--- src/include/c64_loader_macros.svh ---
// C64 file loader constants for download kinds, memory regions and cartridge layout
`ifndef C64_LOADER_MACROS_SVH
`define C64_LOADER_MACROS_SVH

// ==============================
// Widths
// ==============================
`define LD_ADDR_W 25

// Download indices as sent by the host
`define LD_IDX_PRG     8'h04
`define LD_IDX_CRT     8'h05
`define LD_IDX_CRT_ALT 8'hc0
`define LD_IDX_TAP     8'h06

// ==============================
// Memory map
// ==============================
`define LD_CRT_BASE 'h100000
`define LD_TAP_BASE 'h200000

`define LD_CRT_PAYLOAD_START 'h40 // First chip header follows the file header
`define LD_CRT_ALIGN_BITS    13   // Chips start on 8 KB boundaries
`define LD_CRT_CHIP_HDR_LEN  16   // Counted in the block length field

`define LD_ZP_END 'h100 // Zero page pointer scan stops here

`endif

--- src/verilog/c64_loader_pkg.sv ---
// C64 file loader shared types and loader state encodings
`include "c64_loader_macros.svh"

package c64_loader_pkg;

	// ==============================
	// Vector types
	// ==============================
	typedef logic [7:0]            byte_t;     // Data byte
	typedef logic [`LD_ADDR_W-1:0] mem_addr_t; // System memory address
	typedef logic [15:0]           cpu_addr_t; // 6510 address space
	typedef logic [31:0]           blk_len_t;  // Chip block length
	typedef logic [7:0]            dl_index_t; // Host download index

	// Program injection
	typedef enum logic [1:0] {
		prg_idle,
		prg_header,
		prg_payload,
		prg_zp_rewrite
	} prg_state_e;

	// Cartridge parsing
	typedef enum logic [1:0] {
		crt_file_header,
		crt_chip_header,
		crt_chip_payload
	} crt_state_e;

endpackage

--- src/verilog/mem_req_if.sv ---
// Memory request channel from one loader to the slot scheduler
`timescale 1ns/1ps

interface mem_req_if
	import c64_loader_pkg::*;
();

	logic      req;   // Held with its fields until ack
	logic      we;
	mem_addr_t addr;
	byte_t     wdata;
	logic      ack;   // One-cycle pulse at the end of the granted slot
	byte_t     rdata; // Valid together with ack

	modport master (
		output req, we, addr, wdata,
		input  ack, rdata
	);

	modport slave (
		input  req, we, addr, wdata,
		output ack, rdata
	);

endinterface

--- src/verilog/prg_injector.sv ---
// Program injector writing PRG payload and fixing up the BASIC pointers
`timescale 1ns/1ps
`include "c64_loader_macros.svh"

module prg_injector
	import c64_loader_pkg::*;
(
	input  logic      clk_sys,
	input  logic      reset_n,
	input  logic      dl_active_i,
	input  dl_index_t dl_index_i,
	input  mem_addr_t dl_addr_i,
	input  logic      dl_wr_i,
	input  byte_t     dl_data_i,
	mem_req_if.master wr,
	output logic      busy_o
);

	localparam cpu_addr_t zp_end = cpu_addr_t'(`LD_ZP_END);

	prg_state_e state;
	cpu_addr_t  load_addr;
	cpu_addr_t  end_addr;
	cpu_addr_t  zp_addr;
	logic       dl_active_d;
	logic       is_prg, prg_wr, pay_wr, zp_step, zp_hit;
	byte_t      zp_val;

	assign is_prg  = (dl_index_i == `LD_IDX_PRG);
	assign prg_wr  = dl_wr_i && dl_active_i && is_prg && (state != prg_zp_rewrite);
	assign pay_wr  = prg_wr && (state == prg_payload); // Past the load address
	assign zp_step = (state == prg_zp_rewrite) && !wr.req && (zp_addr != zp_end);
	assign wr.we   = 1'b1;
	assign busy_o  = wr.req | (state == prg_zp_rewrite);

	// Pointer values as left behind by a BASIC LOAD
	always_comb begin
		zp_hit = 1'b1;
		zp_val = end_addr[7:0];
		case (zp_addr[7:0])
			8'h2b:                      zp_val = 8'h01; // Start of BASIC text
			8'h2c:                      zp_val = 8'h08;
			8'hac, 8'had:               zp_val = 8'h00;
			8'h2d, 8'h2f, 8'h31, 8'hae: zp_val = end_addr[7:0];
			8'h2e, 8'h30, 8'h32, 8'haf: zp_val = end_addr[15:8];
			default:                    zp_hit = 1'b0;
		endcase
	end

	always_ff @(posedge clk_sys) begin
		if (!reset_n) begin
			state       <= prg_idle;
			dl_active_d <= 1'b0;
			load_addr   <= '0;
			end_addr    <= '0;
			zp_addr     <= '0;
			wr.req      <= 1'b0;
		end else begin
			dl_active_d <= dl_active_i;
			if (wr.ack) wr.req <= 1'b0;
			case (state)
				prg_idle: if (dl_active_i && is_prg) state <= prg_header;
				prg_header, prg_payload: begin
					if (dl_active_d && !dl_active_i) begin // Download ended
						state   <= prg_zp_rewrite;
						zp_addr <= '0;
					end else if (prg_wr && dl_addr_i == mem_addr_t'(1)) begin
						state <= prg_payload;
					end
				end
				default: if (!wr.req && zp_addr == zp_end) state <= prg_idle;
			endcase
			if (prg_wr && dl_addr_i == '0) begin
				load_addr[7:0] <= dl_data_i;
				end_addr[7:0]  <= dl_data_i;
			end
			if (prg_wr && dl_addr_i == mem_addr_t'(1)) begin
				load_addr[15:8] <= dl_data_i;
				end_addr[15:8]  <= dl_data_i;
			end
			if (pay_wr) begin
				wr.req    <= 1'b1;
				load_addr <= load_addr + 1'b1;
				end_addr  <= end_addr + 1'b1;
			end
			if (zp_step) begin
				zp_addr <= zp_addr + 1'b1; // Untouched bytes are skipped
				if (zp_hit) wr.req <= 1'b1;
			end
		end
	end

	always_ff @(posedge clk_sys) begin
		if (pay_wr) begin
			wr.addr  <= mem_addr_t'(load_addr);
			wr.wdata <= dl_data_i;
		end else if (zp_step && zp_hit) begin
			wr.addr  <= mem_addr_t'(zp_addr);
			wr.wdata <= zp_val;
		end
	end

endmodule

--- src/verilog/crt_loader.sv ---
// Cartridge loader parsing CRT headers and placing chip data on 8 KB boundaries
`timescale 1ns/1ps
`include "c64_loader_macros.svh"

module crt_loader
	import c64_loader_pkg::*;
(
	input  logic      clk_sys,
	input  logic      reset_n,
	input  logic      dl_active_i,
	input  dl_index_t dl_index_i,
	input  mem_addr_t dl_addr_i,
	input  logic      dl_wr_i,
	input  byte_t     dl_data_i,
	mem_req_if.master wr,
	output logic      busy_o,
	input  logic      cart_detach_i,
	output cpu_addr_t cart_id_o,
	output byte_t     cart_exrom_o,
	output byte_t     cart_game_o,
	output byte_t     cart_bank_type_o,
	output cpu_addr_t cart_bank_num_o,
	output cpu_addr_t cart_bank_laddr_o,
	output cpu_addr_t cart_bank_size_o,
	output logic      cart_bank_wr_o,
	output logic      cart_attached_o
);

	localparam mem_addr_t align_mask = mem_addr_t'((1 << `LD_CRT_ALIGN_BITS) - 1);

	crt_state_e state;
	mem_addr_t  load_addr;
	blk_len_t   blk_len;   // Payload bytes left in the current chip
	logic [3:0] hdr_cnt;   // Chip header byte index
	logic       dl_active_d;
	logic       is_crt, crt_wr, in_chips, hdr_start, hdr_byte, pay_byte;

	assign is_crt    = (dl_index_i == `LD_IDX_CRT) || (dl_index_i == `LD_IDX_CRT_ALT);
	assign crt_wr    = dl_wr_i && is_crt;
	assign in_chips  = (dl_addr_i >= mem_addr_t'(`LD_CRT_PAYLOAD_START));
	assign hdr_start = crt_wr && in_chips && ((state == crt_file_header) ||
		(state == crt_chip_payload && blk_len == '0));
	assign hdr_byte  = crt_wr && in_chips && (state == crt_chip_header);
	assign pay_byte  = crt_wr && in_chips && (state == crt_chip_payload) && (blk_len != '0);
	assign wr.we     = 1'b1;
	assign busy_o    = wr.req;

	// ==============================
	// Parser control
	// ==============================
	always_ff @(posedge clk_sys) begin
		if (!reset_n) begin
			state           <= crt_file_header;
			load_addr       <= '0;
			blk_len         <= '0;
			hdr_cnt         <= '0;
			dl_active_d     <= 1'b0;
			wr.req          <= 1'b0;
			cart_bank_wr_o  <= 1'b0;
			cart_attached_o <= 1'b0;
		end else begin
			dl_active_d    <= dl_active_i;
			cart_bank_wr_o <= 1'b0;
			if (wr.ack) wr.req <= 1'b0;
			if (crt_wr && dl_addr_i == '0) begin // New image
				state     <= crt_file_header;
				load_addr <= mem_addr_t'(`LD_CRT_BASE);
				blk_len   <= '0;
				hdr_cnt   <= '0;
			end
			if (hdr_start) begin
				state   <= crt_chip_header;
				hdr_cnt <= 4'd1;
				if ((load_addr & align_mask) != '0) load_addr <= (load_addr | align_mask) + 1'b1;
			end
			if (hdr_byte) begin
				hdr_cnt <= hdr_cnt + 1'b1;
				case (hdr_cnt)
					4'd4:    blk_len[31:24] <= dl_data_i; // Big endian length
					4'd5:    blk_len[23:16] <= dl_data_i;
					4'd6:    blk_len[15:8]  <= dl_data_i;
					4'd7:    blk_len[7:0]   <= dl_data_i;
					4'd8:    blk_len <= blk_len - blk_len_t'(`LD_CRT_CHIP_HDR_LEN);
					4'd15: begin
						cart_bank_wr_o <= 1'b1;
						state          <= crt_chip_payload;
					end
					default: ;
				endcase
			end
			if (pay_byte) begin
				blk_len   <= blk_len - 1'b1;
				load_addr <= load_addr + 1'b1;
				wr.req    <= 1'b1;
			end
			if (cart_detach_i) cart_attached_o <= 1'b0;
			else if (dl_active_d && !dl_active_i && is_crt) cart_attached_o <= 1'b1;
		end
	end

	// Header fields and write payload
	always_ff @(posedge clk_sys) begin
		if (crt_wr) begin
			case (dl_addr_i)
				mem_addr_t'('h16): cart_id_o[15:8] <= dl_data_i;
				mem_addr_t'('h17): cart_id_o[7:0]  <= dl_data_i;
				mem_addr_t'('h18): cart_exrom_o    <= dl_data_i;
				mem_addr_t'('h19): cart_game_o     <= dl_data_i;
				default: ;
			endcase
		end
		if (hdr_byte) begin
			case (hdr_cnt)
				4'd9:  cart_bank_type_o         <= dl_data_i;
				4'd10: cart_bank_num_o[15:8]    <= dl_data_i;
				4'd11: cart_bank_num_o[7:0]     <= dl_data_i;
				4'd12: cart_bank_laddr_o[15:8]  <= dl_data_i;
				4'd13: cart_bank_laddr_o[7:0]   <= dl_data_i;
				4'd14: cart_bank_size_o[15:8]   <= dl_data_i;
				4'd15: cart_bank_size_o[7:0]    <= dl_data_i;
				default: ;
			endcase
		end
		if (pay_byte) begin
			wr.addr  <= load_addr;
			wr.wdata <= dl_data_i;
		end
	end

endmodule

--- src/verilog/tap_loader.sv ---
// Tape loader storing TAP bytes and replaying them in order to the player FIFO
`timescale 1ns/1ps
`include "c64_loader_macros.svh"

module tap_loader
	import c64_loader_pkg::*;
(
	input  logic      clk_sys,
	input  logic      reset_n,
	input  logic      dl_active_i,
	input  dl_index_t dl_index_i,
	input  mem_addr_t dl_addr_i,
	input  logic      dl_wr_i,
	input  byte_t     dl_data_i,
	input  logic      tape_unload_i,
	input  logic      tape_full_i,
	mem_req_if.master mem,
	output logic      busy_o,
	output byte_t     tape_byte_o,
	output logic      tape_byte_valid_o
);

	localparam mem_addr_t tap_base = mem_addr_t'(`LD_TAP_BASE);

	mem_addr_t play_addr; // Next byte to hand to the player
	mem_addr_t last_addr; // One past the final stored byte
	logic      tape_dl, tap_wr, fetch, rd_ack;

	assign tape_dl = dl_active_i && (dl_index_i == `LD_IDX_TAP);
	assign tap_wr  = dl_wr_i && tape_dl;
	assign fetch   = !mem.req && !tape_dl && !tape_full_i && !tape_unload_i &&
		(play_addr < last_addr);
	assign rd_ack  = mem.ack && !mem.we && (play_addr < last_addr); // Dropped after unload
	assign busy_o  = mem.req;

	always_ff @(posedge clk_sys) begin
		if (!reset_n) begin
			mem.req           <= 1'b0;
			play_addr         <= '0;
			last_addr         <= '0;
			tape_byte_valid_o <= 1'b0;
		end else begin
			tape_byte_valid_o <= rd_ack;
			if (mem.ack) mem.req <= 1'b0;
			if (tap_wr || fetch) mem.req <= 1'b1;
			if (tape_unload_i) begin
				play_addr <= '0;
				last_addr <= '0;
			end else begin
				if (tape_dl) play_addr <= '0;
				else if (rd_ack) play_addr <= play_addr + 1'b1;
				if (tap_wr) last_addr <= dl_addr_i + 1'b1;
			end
		end
	end

	always_ff @(posedge clk_sys) begin
		if (tap_wr) begin
			mem.we    <= 1'b1;
			mem.addr  <= tap_base + dl_addr_i;
			mem.wdata <= dl_data_i;
		end else if (fetch) begin
			mem.we   <= 1'b0;
			mem.addr <= tap_base + play_addr;
		end
		if (rd_ack) tape_byte_o <= mem.rdata;
	end

endmodule

--- src/verilog/mem_slot_scheduler.sv ---
// Slot scheduler granting loader requests into the core's I/O memory slots
`timescale 1ns/1ps

module mem_slot_scheduler
	import c64_loader_pkg::*;
(
	input  logic      clk_sys,
	input  logic      reset_n,
	input  logic      io_cycle_i,
	mem_req_if.slave  prg,
	mem_req_if.slave  crt,
	mem_req_if.slave  tap,
	output logic      mem_ce_o,
	output logic      mem_we_o,
	output mem_addr_t mem_addr_o,
	output byte_t     mem_wdata_o,
	input  byte_t     mem_rdata_i
);

	logic       io_cycle_d;
	logic       slot_open, slot_close;
	logic [2:0] sel;   // One-hot winner among pending requests
	logic [2:0] grant; // Owner of the running slot
	logic       sel_we;
	mem_addr_t  sel_addr;
	byte_t      sel_wdata;
	byte_t      rdata_q;

	assign slot_open  = io_cycle_d & ~io_cycle_i;            // Core hands memory over
	assign slot_close = io_cycle_d & io_cycle_i & mem_ce_o;  // Second high cycle

	// Fixed priority, prg first
	always_comb begin
		sel       = 3'b000;
		sel_we    = tap.we;
		sel_addr  = tap.addr;
		sel_wdata = tap.wdata;
		if (prg.req) begin
			sel       = 3'b001;
			sel_we    = prg.we;
			sel_addr  = prg.addr;
			sel_wdata = prg.wdata;
		end else if (crt.req) begin
			sel       = 3'b010;
			sel_we    = crt.we;
			sel_addr  = crt.addr;
			sel_wdata = crt.wdata;
		end else if (tap.req) begin
			sel = 3'b100;
		end
	end

	always_ff @(posedge clk_sys) begin
		if (!reset_n) begin
			io_cycle_d <= 1'b0;
			grant      <= 3'b000;
			mem_ce_o   <= 1'b0;
			prg.ack    <= 1'b0;
			crt.ack    <= 1'b0;
			tap.ack    <= 1'b0;
		end else begin
			io_cycle_d <= io_cycle_i;
			prg.ack    <= 1'b0;
			crt.ack    <= 1'b0;
			tap.ack    <= 1'b0;
			if (slot_open) begin
				grant    <= sel;
				mem_ce_o <= |sel;
			end else if (slot_close) begin
				grant    <= 3'b000;
				mem_ce_o <= 1'b0;
				prg.ack  <= grant[0];
				crt.ack  <= grant[1];
				tap.ack  <= grant[2];
			end
		end
	end

	always_ff @(posedge clk_sys) begin
		if (slot_open) begin
			mem_we_o    <= sel_we;
			mem_addr_o  <= sel_addr;
			mem_wdata_o <= sel_wdata;
		end
		if (slot_close) rdata_q <= mem_rdata_i; // Read data settles by the close
	end

	assign prg.rdata = rdata_q;
	assign crt.rdata = rdata_q;
	assign tap.rdata = rdata_q;

endmodule

--- src/verilog/c64_loader_top.sv ---
// C64 loader top level joining the file loaders to the core memory slots
`timescale 1ns/1ps

module c64_loader_top
	import c64_loader_pkg::*;
(
	input  logic                        clk_sys,
	input  logic                        reset_n,
	input  logic                        dl_active_i,
	input  logic [$bits(dl_index_t)-1:0] dl_index_i,
	input  logic [$bits(mem_addr_t)-1:0] dl_addr_i,
	input  logic                        dl_wr_i,
	input  logic [$bits(byte_t)-1:0]     dl_data_i,
	output logic                        dl_wait_o,
	input  logic                        io_cycle_i,
	output logic                        mem_ce_o,
	output logic                        mem_we_o,
	output logic [$bits(mem_addr_t)-1:0] mem_addr_o,
	output logic [$bits(byte_t)-1:0]     mem_wdata_o,
	input  logic [$bits(byte_t)-1:0]     mem_rdata_i,
	input  logic                        cart_detach_i,
	output logic [$bits(cpu_addr_t)-1:0] cart_id_o,
	output logic [$bits(byte_t)-1:0]     cart_exrom_o,
	output logic [$bits(byte_t)-1:0]     cart_game_o,
	output logic [$bits(byte_t)-1:0]     cart_bank_type_o,
	output logic [$bits(cpu_addr_t)-1:0] cart_bank_num_o,
	output logic [$bits(cpu_addr_t)-1:0] cart_bank_laddr_o,
	output logic [$bits(cpu_addr_t)-1:0] cart_bank_size_o,
	output logic                        cart_bank_wr_o,
	output logic                        cart_attached_o,
	input  logic                        tape_unload_i,
	input  logic                        tape_full_i,
	output logic [$bits(byte_t)-1:0]     tape_byte_o,
	output logic                        tape_byte_valid_o
);

	mem_req_if prg_if ();
	mem_req_if crt_if ();
	mem_req_if tap_if ();

	logic prg_busy, crt_busy, tap_busy;

	assign dl_wait_o = prg_busy | crt_busy | tap_busy; // Host holds off while any loader waits

	prg_injector i_prg_injector (
		.*,
		.wr     (prg_if),
		.busy_o (prg_busy)
	);

	crt_loader i_crt_loader (
		.*,
		.wr     (crt_if),
		.busy_o (crt_busy)
	);

	tap_loader i_tap_loader (
		.*,
		.mem    (tap_if),
		.busy_o (tap_busy)
	);

	mem_slot_scheduler i_mem_slot_scheduler (
		.*,
		.prg (prg_if),
		.crt (crt_if),
		.tap (tap_if)
	);

endmodule

--- config.mk ---
export PLATFORM = sky130hd
export DESIGN_NAME = c64_loader_top
export DESIGN_NICKNAME = d
export VERILOG_FILES = /design/src/verilog/c64_loader_pkg.sv /design/src/verilog/mem_req_if.sv /design/src/verilog/prg_injector.sv /design/src/verilog/crt_loader.sv /design/src/verilog/tap_loader.sv /design/src/verilog/mem_slot_scheduler.sv /design/src/verilog/c64_loader_top.sv
export VERILOG_INCLUDE_DIRS = /design/src /design/src/include
export SDC_FILE = /design/constraint.sdc
export NUM_CORES = 1
export LEC_CHECK = 0
export ABC_AREA = 1
export BUFFER_PORTS_ARGS = -buffer_cell sky130_fd_sc_hd__buf_2
export CAP_MARGIN = 25
export CORE_MARGIN = 4
export CORE_UTILIZATION = 50
export CTS_BUF_LIST = sky130_fd_sc_hd__clkbuf_8
export DETAILED_ROUTE_END_ITERATION = 16
export GPL_ROUTABILITY_DRIVEN = 0
export PLACE_DENSITY_LB_ADDON = 0.08
export SLEW_MARGIN = 25
export SYNTH_ARGS = -nofsm -noshare
export SYNTH_HDL_FRONTEND = slang
export SYNTH_SLANG_ARGS = --single-unit
--- constraint.sdc ---
create_clock -name clk_sys -period 2.61 [get_ports clk_sys]
set_clock_uncertainty 0.15 [all_clocks]
set_input_delay 0.261 -clock clk_sys [delete_from_list [all_inputs] [get_ports clk_sys]]
set_output_delay 0.261 -clock clk_sys [all_outputs]
set_load 0.05 [all_outputs]
---- After elaboration in Yosys (flattened, before gate mapping) ----
Index checks and enable logic that the tools add are counted.
Widths: inputs -> output; s select.
storage, ports and cells
  bits in registers ....................... 407
  input bits .............................. 57
  output and inout port bits .............. 135
  logic and storage cells ................. 253
cells by class
  add/subtract/negate cells ............... 12
  order comparisons ....................... 2
  equal/unequal tests ..................... 43
  mux-type cells .......................... 58
  bitwise operators ....................... 9
  reduce and logical (&&, ||, !) cells .... 80
operators with widths
  cell                    count
  $mux 25                 7
  $mux 16                 8
  $add 25x1->25 const B   4
  $eq 25x5->1 const B     4
  $mux 32                 3
  $eq 8x6->1 const B      8
  $pmux 8 s2              4
  $add 22x25->25 const A  2
  $add 16x1->16 const B   3
  $mux 8                  6
  $eq 8x8->1 const B      5
  $eq 4x4->1 const B      8
  $logic_not 32->1        1
  $pmux 8 s4              1
  $reduce_bool 32->1      1
  $sub 32x1->32 const B   1
  $sub 32x5->32 const B   1
  $logic_and 1x1->1       29
  $reduce_and 2->1        13
  $eq 25x1->1 const B     1
  $ge 25x7->1 const B     1
  $logic_not 25->1        1
  $lt 25x25->1            1
  $reduce_bool 25->1      1
  28 further kinds        90

---- Longest topological paths before layout ----
  depth in word-level cells ............... 9
  mapped depth ............................ 15
  mapped depth without buffers ............ 15

---- By module ----
A second synthesis with hierarchy kept.
second synthesis, totals
  cells, all modules ...................... 2,922
  area total of the unflattened synthesis .. 22,726.8 sq um
modules (own cells, without submodules)
  module              times used  cells each  area an instance (sq um)
  crt_loader          1           1,153       9,623.0
  tap_loader          1           760         5,698.0
  prg_injector        1           760         4,984.8
  mem_slot_scheduler  1           246         2,409.8
  c64_loader_top      1           3           11.3

---- Worst setup path after synthesis ----
OpenSTA, ideal clock, no wires.
  path kind ............................... register -> register
  start point ............................. register i_mem_slot_scheduler.io_cycle_d
  end point ............................... register i_mem_slot_scheduler.mem_ce_o
  arrival ................................. 2,387 ps
  required time ........................... 2,389 ps
  setup slack ............................. 2 ps
  stages on the path, launching flop included .. 5
  path buffers ............................ 0
  clock period less this slack ............ 2,608 ps
  cells stage by stage .................... dfxtp_1 inv_1 nor2_1 o21ai_0 a21oi_1
between the ends
  elaborated cells between the ends (all ways) .. 5
  those cells by class .................... mux: 1; bitwise: 3; reduce/logical: 1
RTL lines
  item                                         line                      text
  from (decl)                                  mem_slot_scheduler.sv:20  logic io_cycle_d;
  from (signal assigned)                       mem_slot_scheduler.sv:62  io_cycle_d <= io_cycle_i;
  $and 1x1->1 *                                mem_slot_scheduler.sv:29  assign slot_open = io_cycle_d & ~io_cycle_i;
  net i_mem_slot_scheduler.slot_open           mem_slot_scheduler.sv:21  logic slot_open, slot_close;
  $mux 1 or $reduce_bool 2->1 (tied branches)  --
  to (signal assigned)                         mem_slot_scheduler.sv:68  mem_ce_o <= |sel;
  to (decl)                                    mem_slot_scheduler.sv:13  output logic mem_ce_o,
Mark *: on every way through the listed nets, which the timed path passes. The rest lies on a longest branch.
A chain may end at the register's enable or synchronous reset.

---- Worst setup path after layout ----
  start point ............................. input dl_addr_i[2]
  end point ............................... register i_tap_loader.last_addr[21]
between the ends
  cells in the longest elaborated chain, start to end .. 1
ends and longest elaborated chain
  item                  line                  text
  from (decl)           c64_loader_top.sv:11  input logic [$bits(mem_addr_t)-1:0] dl_addr_i,
  $add 25x1->25         tap_loader.sv:52      if (tap_wr) last_addr <= dl_addr_i + 1'b1;
  to (signal assigned)  tap_loader.sv:52
  to (decl)             tap_loader.sv:26      mem_addr_t last_addr;
Every way passes these cells.

==> impl_metrics.csv <==
group,metric,value,unit
status,run_status,"finished, final reports clean",
logic_synthesis,synth_top_area_share,32.1,%
logic_synthesis,syn_area,21400,µm²
logic_synthesis,synth_edf_count,228,
pwr,powerDensity,531,nW/µm²
floorplanning,die_y,215,µm
clock_network,root_buffer,"clkbuf_8",
worst_setup_path,crit_type,"primary input to register",
logic_synthesis,ys_types,54,
timing,slew_viol_final,0,
floorplanning,die_area,46100,µm²
clock_network,insertion_delay,640,ps
global_routing,grt_overflow,0,
final_layout,final_nets,3069,
pwr,clkPwrFrac,45.1,%
clock_network,cts_tree,"done",
timing,max_freq,397,MHz
global_routing,grt_antenna_before_repair,0,
final_layout,diodes,0,
logic_synthesis,syn_inst,2636,
pwr,p_int,10.3,mW
pwr,p_leak,10.6,nW
clock_network,clock-sinks,407,
route,drtPass1Iterations,8,
min_path,hp-class,"primary input to register",
clock_network,htreeDepth,3,
timing,fin_crit_sh,96.6,%
worst_setup_path,end_kind,"register",
logic_synthesis,syn-mean-instance-area,8.10,µm²
worst_setup_path,critPathMaxFanout,8,
logic_synthesis,yosysTopAreaCell,"edfxtp_1",
timing,setup_viol,0,
clock_network,clock_path_buffers,3,
pwr,power_frac_seq,50.2,%
final_layout,drive_gt1_share,15.7,%
route,vias,19600,
route,drt_iter0_markers,2089,
clock_network,cts_buffers,73,
logic_synthesis,ys_seq_area_share,48.8,%
pwr,switching_share,23.7,%
min_path,hold_depth,6,
route,drc,0,
logic_synthesis,syn_nets,2743,
global_routing,grt_max_degree,55,
min_path,hold_end,"i_prg_injector.state[1]$_SDFFE_PN0P_",
route,routed_wl,66.3,mm
logic_synthesis,synth_area_leaders,"edfxtp_1 (32%), dfxtp_1 (17%), nand2_1 (11%)",
timing,worst_pin_slew,821,ps
floorplanning,pin_count,192,
pwr,total_power,13.5,mW
worst_setup_path,crit_arrival,2940,ps
floorplanning,die_x,215,µm
worst_setup_path,r2r-start,"i_crt_loader.blk_len[15]$_SDFF_PN0_",
route,ant_nets,0,
place,io_buffers,191,
worst_setup_path,cp.required,3030,ps
worst_setup_path,start_kind,"primary input",
logic_synthesis,async_flop_share,0,%
min_path,min_from,"dl_index_i[0]",
logic_synthesis,ys_warn_count,0,
route,viasPerCell,5.49,
timing,hold_violations,0,
logic_synthesis,ys_ff_latch,407,
floorplanning,core.rowCount,75,
timing,slew_headroom,45.2,%
pwr,p_comb_share,4.7,%
worst_setup_path,ff2ff_setup_slack,230,ps
logic_synthesis,ys_dominant_reg_cell,"edfxtp_1",
worst_setup_path,r2r_end,"i_crt_loader.load_addr[17]$_SDFF_PN0_",
timing,setup_tns,0,ps
logic_synthesis,synth_top_cells_by_count,"nand2_1 (622), inv_1 (285), nor2_1 (250)",
clock_network,clk_pin_slew,60,ps
place,dp_hpwl,47.8,mm
worst_setup_path,worstRegToRegCells,13,
pwr,ir_worst_vdd,0.313,mV
global_routing,track_usage,27.8,%
global_routing,grt_pass1_vias,18600,
route,wire_per_inst,18.6,µm
timing,rsz0062_at_grt,"false",
floorplanning,core-area,42100,µm²
logic_synthesis,synth_most_common_cell,"nand2_1",
final_layout,areaGrowthSynthToFinish,19.3,%
floorplanning,start_util,50.7,%
run,drv_cap,0,
global_routing,grt_pass1_wl,103,mm
timing,finalCriticalPeriod,2520,ps
pwr,p_sw,3.20,mW
## logic make-up (layout without fill, tap and decap cells)
| group | Yosys count | in the layout | synth area share (%) |
|---|---|---|---|
| DFF | 407 | 407 | 48.8 |
| buffers and inverters | 392 | 778 | 7.49 |
| xor gates and xnor gates | 100 | 100 | 4.10 |
| and+or+nand+nor | 1283 | 1283 | 26.5 |
| AOI/OAI and AO/OA | 404 | 404 | 10.1 |
| adders and majority gates | 50 | 50 | 2.93 |
## critical path: stages
cell and delay [ps]:
dlygate4sd3_1 600, clkbuf_4 230, nand3_2 120, nor3_4 210
nand2_1 150, nor2_4 180, nand2_1 140, nor2_1 260
nand2_1 90, dlygate4sd3_1 570, a21oi_1 130
## layout make-up
cell class                      instances  area, µm²
Clock buffer                           84       1160
Sequential cell                       407      10400
Clock inverter                         51        337
Timing Repair Buffer                  339       2360
Inverter                              304       1140
Tap cell                              539        674
Fill cell                            3693      16700
Multi-Input combinational cell       1837       9370
## power by group through the flow
stage                     clock [mW]  sequential [mW]  combinational (mW)
after floorplan                    0             6.95               0.279
after global placement             0             6.92               0.563
after detailed placement           0             6.92               0.576
after CTS                       6.24             6.78               0.632
after global routing            6.54             6.78               0.700
final                           6.10             6.78               0.642
## per-layer routing
layer,vias to the layer above,global-route usage [%],wire (µm)
met4,0,10.6,2220
met3,138,6.21,5610
met5,-,0,0
li1,9470,-,-
met2,826,44.2,30300
met1,9125,37.4,28200
## placed cells by master, fill, tap and decap left out, types with 9 or more instances in the layout
master and n:
nand2_1 622, inv_1 306, nor2_1 245, edfxtp_1 228, nand3_1 193, buf_2 190
a21oi_1 187, dfxtp_1 179, o21ai_0 131, xor2_1 93, clkbuf_8 84, buf_4 81
nand4_1 76, nor3_1 64, dlygate4sd3_1 55, ha_1 50, a31oi_1 25, nor2_2 24
o21ai_1 21, inv_2 18, clkinv_1 13, buf_12 12, nor2_4 11, a22o_1 9
## registers in the layout, indices dropped and copies added (netlist names), 16 cells and up
name                             flops
i_mem_slot_scheduler.mem_addr_o     25
i_crt_loader.cart_bank_num_o        16
i_prg_injector.zp_addr              16
i_crt_loader.blk_len                32
i_crt_loader.wr.addr                25
i_tap_loader.play_addr              25
i_crt_loader.load_addr              25
i_prg_injector.load_addr            16
i_crt_loader.cart_bank_laddr_o      16
i_prg_injector.end_addr             16
i_crt_loader.cart_bank_size_o       16
i_prg_injector.wr.addr              16
i_tap_loader.mem.addr               25
i_crt_loader.cart_id_o              16
i_tap_loader.last_addr              25
## worst max path at each step
stage / from / end / slack [ps] / cells after the start
4_1_cts: dl_addr_i[2] / i_tap_loader.last_addr[17]$_SDFFE_PP0P_ / 20 / 11
3_3_place_gp: dl_index_i[7] / i_tap_loader.mem.addr[5]$_DFFE_PP_ / 170 / 10
6_report: dl_addr_i[2] / i_tap_loader.last_addr[21]$_SDFFE_PP0P_ / 90 / 11
5_1_grt: i_prg_injector.zp_addr[0]$_SDFFE_PN0P_ / i_prg_injector.wr.wdata[3]$_DFFE_PP_ / 20 / 13
3_5_place_dp: dl_index_i[7] / i_tap_loader.mem.addr[4]$_DFFE_PP_ / 150 / 10
2_1_floorplan: i_mem_slot_scheduler.io_cycle_d$_SDFF_PN0_ / i_mem_slot_scheduler.mem_ce_o$_SDFFE_PN0P_ / 2 / 4
## what timing repair did
item	4_1_cts	5_1_grt
endpoints found under the hold margin	143	0
buffers inserted	0	6
gates resized for setup	0	8
endpoints found under the setup margin	0	29
hold buffers	55	0
## per-stage QoR
step	std cells	utilization, %	hold WS (ps)	area [µm²]	worst slack (ps)
after floorplan	2636	-	188	21400	1.93
after global placement	3365	55.4	251	23300	174
after detailed placement	3365	55.4	255	23300	148
after CTS	3555	60.2	34.4	25400	20.5
after global routing	3561	60.4	60.9	25500	18.5
final	3561	60.4	86.7	25500	89.2
Note: power is estimated with default switching activity, not from simulation.
